**src/rtl/mem_pkg.sv**
```systemverilog
package mem_pkg;

    // ----------------------------------------
    // widths of the DRAM command port
    // ----------------------------------------
    localparam int DATA_W = 144;
    localparam int BE_W = 18;
    localparam int ADDR_W = 32;

    // peer clients behind the arbiter
    localparam int N_CLIENTS = 2;

    // ----------------------------------------
    // queue depths and count widths
    // ----------------------------------------
    localparam int TXN_DEPTH = 16;
    localparam int OPN_DEPTH = 8;
    localparam int RD_DEPTH = 8;

    // free counts run from 0 up to the full depth
    localparam int TXN_CNT_W = $clog2(TXN_DEPTH + 1);
    localparam int OPN_CNT_W = $clog2(OPN_DEPTH + 1);
    localparam int RD_CNT_W = $clog2(RD_DEPTH + 1);

    // one command beat, same field order as the transaction queue entry
    typedef struct packed {
        logic [DATA_W-1:0] data;
        logic [BE_W-1:0]   be;
        logic [ADDR_W-1:0] addr;
        logic              rnw;
    } mem_cmd_t;

    typedef logic [$clog2(N_CLIENTS)-1:0] client_id_t;

    // issue sequencer of the bridge
    typedef enum logic {
        ISSUE_IDLE,
        ISSUE_WR_BEAT2
    } issue_state_t;

endpackage
```
**src/rtl/dram_port_top.sv**
```systemverilog
`timescale 1ns/100ps

module dram_port_top (
    input  logic                                Mem_Clk,
    input  logic                                dram_reset,
    input  logic [mem_pkg::N_CLIENTS-1:0]       client_cmd_valid,
    input  mem_pkg::mem_cmd_t                   client_cmd [mem_pkg::N_CLIENTS],
    output logic [mem_pkg::N_CLIENTS-1:0]       client_cmd_ack,
    input  logic [mem_pkg::N_CLIENTS-1:0]       client_rd_ack,
    output logic [mem_pkg::N_CLIENTS-1:0]       client_rd_valid,
    output logic [mem_pkg::DATA_W-1:0]          client_rd_data [mem_pkg::N_CLIENTS],
    input  logic                                dram_ready,
    output logic                                dram_cmd_en,
    output logic                                dram_rnw,
    output logic [mem_pkg::ADDR_W-1:0]          dram_address,
    output logic [mem_pkg::DATA_W-1:0]          dram_data_o,
    output logic [mem_pkg::BE_W-1:0]            dram_byte_enable,
    input  logic [mem_pkg::DATA_W-1:0]          dram_data_i,
    input  logic                                dram_data_valid
);

    import mem_pkg::*;

    // arbiter to bridge
    logic               arb_cmd_valid;
    mem_cmd_t           arb_cmd;
    logic               cmd_space;
    logic               ret_avail;
    logic [DATA_W-1:0]  ret_data;
    logic               ret_pop;

    mem_client_arbiter arb0 (
        .Mem_Clk          (Mem_Clk),
        .dram_reset       (dram_reset),
        .client_cmd_valid (client_cmd_valid),
        .client_cmd       (client_cmd),
        .client_cmd_ack   (client_cmd_ack),
        .client_rd_ack    (client_rd_ack),
        .client_rd_valid  (client_rd_valid),
        .client_rd_data   (client_rd_data),
        .arb_cmd_valid    (arb_cmd_valid),
        .arb_cmd          (arb_cmd),
        .cmd_space        (cmd_space),
        .ret_avail        (ret_avail),
        .ret_data         (ret_data),
        .ret_pop          (ret_pop)
    );

    dram_cmd_bridge bridge0 (
        .Mem_Clk          (Mem_Clk),
        .dram_reset       (dram_reset),
        .arb_cmd_valid    (arb_cmd_valid),
        .arb_cmd          (arb_cmd),
        .cmd_space        (cmd_space),
        .ret_avail        (ret_avail),
        .ret_data         (ret_data),
        .ret_pop          (ret_pop),
        .dram_ready       (dram_ready),
        .dram_cmd_en      (dram_cmd_en),
        .dram_rnw         (dram_rnw),
        .dram_address     (dram_address),
        .dram_data_o      (dram_data_o),
        .dram_byte_enable (dram_byte_enable),
        .dram_data_i      (dram_data_i),
        .dram_data_valid  (dram_data_valid)
    );

endmodule

```
**src/rtl/dram_cmd_bridge.sv**
```systemverilog
`timescale 1ns/100ps

module dram_cmd_bridge (
    input  logic                          Mem_Clk,
    input  logic                          dram_reset,
    input  logic                          arb_cmd_valid,
    input  mem_pkg::mem_cmd_t             arb_cmd,
    output logic                          cmd_space,
    output logic                          ret_avail,
    output logic [mem_pkg::DATA_W-1:0]    ret_data,
    input  logic                          ret_pop,
    input  logic                          dram_ready,
    output logic                          dram_cmd_en,
    output logic                          dram_rnw,
    output logic [mem_pkg::ADDR_W-1:0]    dram_address,
    output logic [mem_pkg::DATA_W-1:0]    dram_data_o,
    output logic [mem_pkg::BE_W-1:0]      dram_byte_enable,
    input  logic [mem_pkg::DATA_W-1:0]    dram_data_i,
    input  logic                          dram_data_valid
);

    import mem_pkg::*;

    mem_cmd_t              txn_head;
    logic                  txn_empty;
    logic [TXN_CNT_W-1:0]  txn_free;
    logic                  txn_pop;
    logic                  opn_head_rnw;
    logic                  opn_empty;
    logic [OPN_CNT_W-1:0]  opn_free;
    logic                  opn_push;
    logic                  rd_empty;
    logic                  write_toggle;
    logic [RD_CNT_W-1:0]   rd_credit;
    logic                  credit_ok;
    issue_state_t          issue_state;

    // ----------------------------------------
    // command side
    // ----------------------------------------

    // room for a whole write pair plus one operation
    assign cmd_space = (txn_free >= TXN_CNT_W'(2)) & (opn_free != '0);

    // set between the two beats of a write pair
    always_ff @(posedge Mem_Clk)
    begin
        if (dram_reset)
        begin
            write_toggle <= 1'b0;
        end
        else if (arb_cmd_valid)
        begin
            write_toggle <= arb_cmd.rnw ? 1'b0 : ~write_toggle;
        end
    end

    // one operation per read, and per completed write pair
    assign opn_push = arb_cmd_valid & (arb_cmd.rnw | write_toggle);

    sync_queue #(
        .WIDTH ($bits(mem_cmd_t)),
        .DEPTH (TXN_DEPTH)
    ) txn_queue (
        .Mem_Clk    (Mem_Clk),
        .dram_reset (dram_reset),
        .push       (arb_cmd_valid),
        .din        (arb_cmd),
        .pop        (txn_pop),
        .dout       (txn_head),
        .empty      (txn_empty),
        .free       (txn_free)
    );

    sync_queue #(
        .WIDTH (1),
        .DEPTH (OPN_DEPTH)
    ) opn_queue (
        .Mem_Clk    (Mem_Clk),
        .dram_reset (dram_reset),
        .push       (opn_push),
        .din        (arb_cmd.rnw),
        .pop        (dram_cmd_en),
        .dout       (opn_head_rnw),
        .empty      (opn_empty),
        .free       (opn_free)
    );

    // ----------------------------------------
    // issue sequencer
    // ----------------------------------------

    assign credit_ok = (rd_credit < RD_CNT_W'(RD_DEPTH));

    assign dram_cmd_en = (issue_state == ISSUE_IDLE) & dram_ready & ~opn_empty
        & ~txn_empty & (~opn_head_rnw | credit_ok);

    // second write beat leaves the cycle after the strobe
    assign txn_pop = dram_cmd_en | (issue_state == ISSUE_WR_BEAT2);

    assign dram_rnw = txn_head.rnw;
    assign dram_address = txn_head.addr;
    assign dram_data_o = txn_head.data;
    assign dram_byte_enable = txn_head.be;

    always_ff @(posedge Mem_Clk)
    begin
        if (dram_reset)
        begin
            issue_state <= ISSUE_IDLE;
        end
        else if (issue_state == ISSUE_WR_BEAT2)
        begin
            issue_state <= ISSUE_IDLE;
        end
        else if (dram_cmd_en && !opn_head_rnw)
        begin
            issue_state <= ISSUE_WR_BEAT2;
        end
    end

    // ----------------------------------------
    // read credits and returned data
    // ----------------------------------------

    // reads in flight plus beats waiting in the read data queue
    always_ff @(posedge Mem_Clk)
    begin
        if (dram_reset)
        begin
            rd_credit <= '0;
        end
        else if ((dram_cmd_en && opn_head_rnw) && !ret_pop)
        begin
            rd_credit <= rd_credit + 1'b1;
        end
        else if (!(dram_cmd_en && opn_head_rnw) && ret_pop && (rd_credit != '0))
        begin
            rd_credit <= rd_credit - 1'b1;
        end
    end

    sync_queue #(
        .WIDTH (DATA_W),
        .DEPTH (RD_DEPTH)
    ) rd_queue (
        .Mem_Clk    (Mem_Clk),
        .dram_reset (dram_reset),
        .push       (dram_data_valid),
        .din        (dram_data_i),
        .pop        (ret_pop),
        .dout       (ret_data),
        .empty      (rd_empty),
        .free       ()
    );

    // a beat is offered only when the queue still holds it
    assign ret_avail = ~rd_empty;

endmodule

```
**src/rtl/mem_client_arbiter.sv**
```systemverilog
`timescale 1ns/100ps

module mem_client_arbiter (
    input  logic                                     Mem_Clk,
    input  logic                                     dram_reset,
    input  logic [mem_pkg::N_CLIENTS-1:0]            client_cmd_valid,
    input  mem_pkg::mem_cmd_t                        client_cmd [mem_pkg::N_CLIENTS],
    output logic [mem_pkg::N_CLIENTS-1:0]            client_cmd_ack,
    input  logic [mem_pkg::N_CLIENTS-1:0]            client_rd_ack,
    output logic [mem_pkg::N_CLIENTS-1:0]            client_rd_valid,
    output logic [mem_pkg::DATA_W-1:0]               client_rd_data [mem_pkg::N_CLIENTS],
    output logic                                     arb_cmd_valid,
    output mem_pkg::mem_cmd_t                        arb_cmd,
    input  logic                                     cmd_space,
    input  logic                                     ret_avail,
    input  logic [mem_pkg::DATA_W-1:0]               ret_data,
    output logic                                     ret_pop
);

    import mem_pkg::*;

    client_id_t            last_grant;
    client_id_t            gnt;
    logic                  pair_lock;
    logic                  accept_ok;
    client_id_t            owner_head;
    logic                  owner_empty;
    logic [RD_CNT_W-1:0]   owner_free;

    // ----------------------------------------
    // grant selection
    // ----------------------------------------

    // a locked pair stays with the client served last
    always_comb
    begin
        if (pair_lock)
        begin
            gnt = last_grant;
        end
        else if (client_cmd_valid[~last_grant])
        begin
            gnt = ~last_grant;
        end
        else if (client_cmd_valid[last_grant])
        begin
            gnt = last_grant;
        end
        else
        begin
            gnt = ~last_grant;
        end
    end

    // reads also need a slot in the owner queue
    assign accept_ok = cmd_space & (~client_cmd[gnt].rnw | (owner_free != '0));

    always_comb
    begin
        client_cmd_ack = '0;
        client_cmd_ack[gnt] = accept_ok;
    end

    assign arb_cmd_valid = accept_ok & client_cmd_valid[gnt];
    assign arb_cmd = client_cmd[gnt];

    always_ff @(posedge Mem_Clk)
    begin
        if (dram_reset)
        begin
            last_grant <= '0;
            pair_lock <= 1'b0;
        end
        else if (arb_cmd_valid)
        begin
            last_grant <= gnt;
            // first write of a pair locks, the next command unlocks
            if (pair_lock)
            begin
                pair_lock <= 1'b0;
            end
            else if (!arb_cmd.rnw)
            begin
                pair_lock <= 1'b1;
            end
        end
    end

    // ----------------------------------------
    // read return routing
    // ----------------------------------------

    sync_queue #(
        .WIDTH ($bits(client_id_t)),
        .DEPTH (RD_DEPTH)
    ) owner_queue (
        .Mem_Clk    (Mem_Clk),
        .dram_reset (dram_reset),
        .push       (arb_cmd_valid & arb_cmd.rnw),
        .din        (gnt),
        .pop        (ret_pop),
        .dout       (owner_head),
        .empty      (owner_empty),
        .free       (owner_free)
    );

    always_comb
    begin
        for (int i = 0; i < N_CLIENTS; i++)
        begin
            client_rd_valid[i] = ret_avail & ~owner_empty & (owner_head == client_id_t'(i))
                & client_rd_ack[i];
            client_rd_data[i] = ret_data;
        end
    end

    // only the owner of the head beat can take it
    assign ret_pop = |client_rd_valid;

endmodule

```
**src/rtl/sync_queue.sv**
```systemverilog
`timescale 1ns/100ps

module sync_queue #(
    parameter int WIDTH = 8,
    parameter int DEPTH = 4
) (
    input  logic                         Mem_Clk,
    input  logic                         dram_reset,
    input  logic                         push,
    input  logic [WIDTH-1:0]             din,
    input  logic                         pop,
    output logic [WIDTH-1:0]             dout,
    output logic                         empty,
    output logic [$clog2(DEPTH+1)-1:0]   free
);

    localparam int PTR_W = (DEPTH > 1) ? $clog2(DEPTH) : 1;
    localparam int CNT_W = $clog2(DEPTH + 1);

    logic [WIDTH-1:0] mem [DEPTH];
    logic [PTR_W-1:0] wr_ptr;
    logic [PTR_W-1:0] rd_ptr;
    logic [CNT_W-1:0] count;
    logic             full;
    logic             do_push;
    logic             do_pop;

    assign empty = (count == '0);
    assign full = (count == CNT_W'(DEPTH));
    assign free = CNT_W'(DEPTH) - count;

    // requests that cannot be served are dropped
    assign do_push = push & ~full;
    assign do_pop = pop & ~empty;

    // first word falls through
    assign dout = mem[rd_ptr];

    always_ff @(posedge Mem_Clk)
    begin
        if (do_push)
        begin
            mem[wr_ptr] <= din;
        end
    end

    always_ff @(posedge Mem_Clk)
    begin
        if (dram_reset)
        begin
            wr_ptr <= '0;
            rd_ptr <= '0;
            count <= '0;
        end
        else
        begin
            if (do_push)
            begin
                wr_ptr <= (wr_ptr == PTR_W'(DEPTH - 1)) ? '0 : wr_ptr + 1'b1;
            end
            if (do_pop)
            begin
                rd_ptr <= (rd_ptr == PTR_W'(DEPTH - 1)) ? '0 : rd_ptr + 1'b1;
            end
            // simultaneous push and pop leave the count alone
            if (do_push && !do_pop)
            begin
                count <= count + 1'b1;
            end
            else if (do_pop && !do_push)
            begin
                count <= count - 1'b1;
            end
        end
    end

endmodule

```
**config.mk**
```make
export PLATFORM = sky130hd
export DESIGN_NAME = dram_port_top
export DESIGN_NICKNAME = d
export VERILOG_FILES = /design/src/rtl/mem_pkg.sv /design/src/rtl/dram_port_top.sv /design/src/rtl/dram_cmd_bridge.sv /design/src/rtl/mem_client_arbiter.sv /design/src/rtl/sync_queue.sv
export SDC_FILE = /design/constraint.sdc
export NUM_CORES = 2
export LEC_CHECK = 0
export BUFFER_PORTS_ARGS = -buffer_cell sky130_fd_sc_hd__buf_2
export CORE_MARGIN = 3
export CORE_UTILIZATION = 58
export DETAILED_ROUTE_END_ITERATION = 7
export PLACE_DENSITY_LB_ADDON = 0.2
export SYNTH_ARGS = -nofsm -noshare
export SYNTH_HDL_FRONTEND = slang
export SYNTH_HIERARCHICAL = 1
export SYNTH_MEMORY_MAX_BITS = 65536
export SYNTH_SLANG_ARGS = --single-unit
```
**constraint.sdc**
```tcl
create_clock -name Mem_Clk -period 20 [get_ports Mem_Clk]
set_clock_uncertainty 0.15 [all_clocks]
set_input_delay 0 -clock Mem_Clk [delete_from_list [all_inputs] [get_ports Mem_Clk]]
set_output_delay 0 -clock Mem_Clk [all_outputs]
set_load 0.01 [all_outputs]
```
Word level (Yosys, flattened, before mapping)
Memories as Yosys holds them, arrays and structs flattened. A register that Yosys moved wholly into a read port is not among the register bits.
Cells that the tools add are included.
{"block": "word_totals", "inputBits": 542, "ram_bits": 4288, "elab_cells": 194, "n_memories": 4, "output_inout_bits": 488, "reg_bits": 51}
{"block": "classes", "eq_ne": 12, "magnitude_cmp": 7, "addsub": 21, "n_reduce_logical": 39, "n_mux": 52, "bitwise": 42}
{"name": "bridge0.txn_queue.mem", "words": 16, "width": 195, "rd": 1, "rd_ports_with_merged_regs": 1, "wr": 1, "line": "sync_queue.sv:20", "source": "logic [WIDTH-1:0] mem [DEPTH];"}
{"name": "bridge0.rd_queue.mem", "words": 8, "width": 144, "rd": 1, "rd_ports_with_merged_regs": 1, "wr": 1, "line": "sync_queue.sv:20"}
{"name": "arb0.owner_queue.mem", "words": 8, "width": 1, "rd": 1, "rd_ports_with_merged_regs": 1, "wr": 1, "line": "sync_queue.sv:20"}
{"name": "bridge0.opn_queue.mem", "words": 8, "width": 1, "rd": 1, "rd_ports_with_merged_regs": 1, "wr": 1, "line": "sync_queue.sv:20"}
{"operator": "195-bit 2-to-1 mux", "count": 3}
{"operator": "4-bit 2-to-1 mux", "count": 12}
{"operator": "3-bit 2-to-1 mux", "count": 12}
{"operator": "4-bit by 1-bit adder with 4-bit output, second input constant", "count": 6}
{"operator": "1-bit AND", "count": 22}
{"operator": "1-bit 2-to-1 mux", "count": 22}
{"operator": "4-bit == test, second input constant", "count": 5}
{"operator": "3-bit by 1-bit adder with 3-bit output, second input constant", "count": 6}
{"operator": "3-bit == test, second input constant", "count": 6}
{"operator": "4-bit by 1-bit subtractor with 4-bit output, second input constant", "count": 4}
{"operator": "1-bit logical AND", "count": 14}
{"operator": "1-bit NOT", "count": 14}
{"operator": "4-bit zero test", "count": 3}
{"operator": "4-bit nonzero test", "count": 3}
{"operator": "1-bit zero test", "count": 11}
{"operator": "5-bit 2-to-1 mux", "count": 2}
{"operator": "2-bit nonzero test", "count": 5}
{"operator": "4-bit subtractor, first input constant", "count": 2}
{"operator": "1-bit by 2-bit less-than comparator with 1-bit output, second input constant", "count": 3}
{"operator": "5-bit by 1-bit adder with 5-bit output, second input constant", "count": 1}
{"operator": "5-bit == test, second input constant", "count": 1}
{"operator": "5-bit by 2-bit >= comparator with 1-bit output, second input constant", "count": 1}
{"operator": "5-bit zero test", "count": 1}
{"operator": "5-bit by 1-bit subtractor with 5-bit output, second input constant", "count": 1}
{"operator": "other kinds (9)", "count": 13}

Depth between registers and ports, before layout
{"block": "depth", "depth_word": 19, "mapped_depth": 20, "mapped_depth_nobuf": 20}

Modules after synthesis
The synthesis kept the hierarchy.
{"mod": "sync_queue at bridge0.txn_queue", "area_per_inst_um2": 117111.1, "n_inst": 1, "seq_area_each_um2": 94030.2, "cells_each": 4886}
{"mod": "sync_queue at bridge0.rd_queue", "area_per_inst_um2": 43909.6, "n_inst": 1, "seq_area_each_um2": 34853.4, "cells_each": 1746}
{"mod": "mem_client_arbiter", "area_per_inst_um2": 4840.9, "n_inst": 1, "seq_area_each_um2": 40.0, "cells_each": 948}
{"mod": "sync_queue at arb0.owner_queue ...", "area_per_inst_um2": 1017.2, "n_inst": 2, "seq_area_each_um2": 500.5, "cells_each": 93}
{"mod": "dram_cmd_bridge", "area_per_inst_um2": 447.9, "n_inst": 1, "seq_area_each_um2": 120.1, "cells_each": 55}

Worst setup path before layout
No wires, ideal clock.
{"block": "synth_path", "kind": "reg2reg", "from": "register bridge0.txn_queue.count[0]", "to": "memory bridge0/txn_queue/mem[3][0] (netlist bit) (enable)", "setup_time_ns": 0.989, "period_less_slack_ns": 16.321, "t_arrival_ns": 15.183, "stages_incl_launch_ff": 14, "required_time_ns": 18.861, "setup_slack_ns": 3.679, "path_cell_list": "dfxtp_1 > inv_1 > ha_1 > nor3b_1 > ha_1 > inv_1 > nor4_1 > nor2_1 > o211ai_1 > a21oi_2 > nand2b_1 > inv_1 > nand2_1 > nor3_1"}
{"block": "synth_between", "elab_chain_len": 8}
{"item": "start, declared", "line": "sync_queue.sv:23", "source": "logic [CNT_W-1:0] count;"}
{"item": "start signal, assigned", "line": "sync_queue.sv:68", "source": "count <= count + 1'b1;"}
{"item": "start signal, assigned", "line": "sync_queue.sv:72", "source": "count <= count - 1'b1;"}
{"item": "5-bit subtractor", "line": "sync_queue.sv:30", "source": "assign free = CNT_W'(DEPTH) - count;"}
{"item": "via bridge0.txn_free[4]", "line": "dram_cmd_bridge.sv:26", "source": "logic [TXN_CNT_W-1:0] txn_free;"}
{"item": "5-bit by 2-bit >= comparator with 1-bit output", "line": "dram_cmd_bridge.sv:43", "source": "assign cmd_space = (txn_free >= TXN_CNT_W'(2)) & (opn_free != '0);"}
{"item": "1-bit AND", "line": "dram_cmd_bridge.sv:43"}
{"item": "via cmd_space", "line": "dram_port_top.sv:27", "source": "logic cmd_space;"}
{"item": "1-bit AND", "line": "mem_client_arbiter.sv:56", "source": "assign accept_ok = cmd_space & (~client_cmd[gnt].rnw | (owner_free != '0));"}
{"item": "1-bit AND", "line": "mem_client_arbiter.sv:64", "source": "assign arb_cmd_valid = accept_ok & client_cmd_valid[gnt];"}
{"item": "via arb_cmd_valid", "line": "dram_port_top.sv:25", "source": "logic arb_cmd_valid;"}
{"item": "1-bit AND", "line": "sync_queue.sv:33", "source": "assign do_push = push & ~full;"}
{"item": "via bridge0.txn_queue.do_push", "line": "sync_queue.sv:25", "source": "logic do_push;"}
{"item": "1-bit 2-to-1 mux", "line": "sync_queue.sv:41", "source": "if (do_push)"}
{"item": "1-bit 2-to-1 mux (not written as such)", "line": "sync_queue.sv:43", "source": "mem[wr_ptr] <= din;"}
{"item": "end, declared", "line": "sync_queue.sv:20"}
The timed path passes the listed nets, and every way through them passes these cells.

Worst setup path after layout
{"block": "layout_path", "from": "register bridge0.txn_queue.count[0]", "to": "memory bridge0/txn_queue/mem[14][154] (netlist bit) (enable)"}
Same word-level chain as after synthesis.

==> run summary <==
Outcome: finished, final reports clean
Post-CTS setup buffer count: 0
Overall Power: 26.1 mW
# DRC: 0
Kind of critical path: reg -> reg
Final Hold Viols: 0
Core ar.: 288,000 um2
Post-cts resize count: 0
# port buffers: 1,029
Total grt overflow: 0
GPL Wtd Cong: 0.814
Max rail drop VDD: 0.140 mV
Sum Neg Setup Slack: 0 ns
WL final: 404 mm
Die Y: 545 um
WHS Path Cells: 3
Design Area, Final: 196,000 um2
Worst r2r src: bridge0/txn_queue/count[0]
Reg2reg setup slack: 13.70 ns
Slew @ Worst Pin: 1.18 ns
First-pass GRT wire length: 589 mm
Worst setup margin: 13.70 ns
Most frequent cells in the layout: edfxtp_1 (4,288), mux4_2 (1,072), buf_2 (1,029)
Layout cells sized above 1: 31.1%
CP Cell Sequence: inv_1 > ha_1 > nor3b_1 > ha_1 > inv_1 > nor4_1 > nor2_1 > o211ai_1 > a21oi_2 > nand2b_1 > inv_1 > nand2_1 > nor2_4 > buf_4 > buf_4 > buf_4
Non-Filler Instances: 13,600
Register-to-Register Path Depth: 16
Commonest non-fill, non-tap cell in the layout: edfxtp_1
# setup viols final: 0
Clk root buf: clkbuf_16
Pleak: 64.3 nW
Pwr dens: 133 nW/um2
Unrepaired setup endpoints after global routing: no
Pre-Repair DR Iteration Count: 6
Achievable Freq: 159 MHz
Max-slew violations: 0
Die area: 297,000 um2
Final period utilization: 31.5%
Final ANT Viol Nets: 0
Drt first-iter violations: 9,566
Setup crit start: bridge0/txn_queue/count[0]
Post-synthesis cell count: 7,816
Initial antenna violation count: 39
CTS buffer count: 428
Hold-fix buffer count after cts: 696
Worst Path Arrival: 6.70 ns
Crit path launch type: flop
Hold worst-path end: bridge0/txn_queue/mem[2][29]
Total GRT Usage: 27.2%
Die width: 545 um
Vias in the first global route: 87,600
Max cap viols: 0
# rows: 197
Bufs on Longest Clock Path: 4
Post-Synthesis Mean Instance Area: 21.5 um2
DR WL/cell: 29.7 um
Min-delay src: client_cmd[29]
Max FO, Critical Path: 43
Fin util: 68.1%
Via count: 84,900
DR vias/cell: 6.25
CP Data Required Time: 20.40 ns
CTS tree: built
Skew-Pair Late Insertion Delay: 0.93 ns
Slew headroom: 20.9%
Crit-path slowest cell: nor2_4
Layout net count: 10,000
Pre-CTS WS: 13.54 ns
Placed instance area: 176,000 um2
Clk slew on worst S/H paths: 0.06 ns
CTS HTree Levels: 5
CTS sink count: 4,352
Detailed Place HPWL: 218 mm
Min-Delay Path Class: in -> reg
Post-Syn Area: 168,000 um2
Minimum clock period: 6.30 ns
Area Growth Syn to Fin: 16.6%
Syn Nets: 8,402
Initial core utilization: 58.4%
Placed cell count: 12,100
Worst hold margin: 0.0359 ns
Ports: 1,030
Pin count of the biggest net entering global routing: 156
Synth warn: 6
Crit. End Element: flop
Worst path max stage delay: 0.88 ns
Worst R2R End: bridge0/txn_queue/mem[14][154]
## flip-flops by register name, summed over array words and instances (netlist names), 3 cells and up, named ones only
register,flops
bridge0/opn_queue/wr_ptr,3
arb0/owner_queue/mem,8
arb0/owner_queue/count,4
bridge0/rd_credit,4
bridge0/opn_queue/rd_ptr,3
bridge0/txn_queue/rd_ptr,4
bridge0/txn_queue/count,5
bridge0/rd_queue/rd_ptr,3
bridge0/txn_queue/wr_ptr,4
arb0/owner_queue/wr_ptr,3
bridge0/rd_queue/mem,1152
bridge0/rd_queue/wr_ptr,3
bridge0/txn_queue/mem,3120
bridge0/opn_queue/count,4
arb0/owner_queue/rd_ptr,3
bridge0/opn_queue/mem,8
bridge0/rd_queue/count,4
## worst max-delay path by stage
| stage | end | slack (ns) | cells past startpoint |
|---|---|---|---|
| 5_1_grt | bridge0/txn_queue/mem[14][134] | 13.26 | 16 |
| 3_5_place_dp | bridge0/txn_queue/mem[14][134] | 13.54 | 16 |
| 2_1_floorplan | bridge0/txn_queue/mem[3][0] | 3.69 | 13 |
| 6_report | bridge0/txn_queue/mem[14][154] | 13.70 | 16 |
| 3_3_place_gp | bridge0/txn_queue/mem[14][142] | 13.65 | 16 |
| 4_1_cts | bridge0/txn_queue/mem[14][134] | 13.53 | 16 |
## final cells by class
type | instances | area [um2]
flip-flops and latches | 4352 | 130000
fillers | 17800 | 92100
multi-input cells | 2747 | 34200
repair buffers | 1858 | 13400
clock buffers | 525 | 11200
well taps | 3781 | 4730
clock inverters | 271 | 2590
inverters | 33 | 131
diodes | 23 | 57.6
## report_power, final
group          leakage [nW]  internal, mW  switching, mW
combinational          18.1          2.30           3.97
sequential             39.4          11.7          0.189
clock                  6.72          4.53           3.40
## worst max-delay path: cells and delay by family, from the launching register on
family | cells | cell delay (ns)
compound gates | 2 | 0.44
fa+ha+maj | 2 | 0.48
simple gates | 6 | 1.86
buf+inv | 6 | 2.55
flops | 1 | 0.35
## routing by layer
layer  vias to the layer above  global-route usage [%]  wire (um)
li1                      35300                       -          -
met2                      4046                    44.2     199000
met1                     45000                    38.0     156000
met4                        24                    8.45      13100
met5                         -                       0        140
met3                       610                    5.13      35000
No activity file was read; power rests on OpenSTA's default activity.
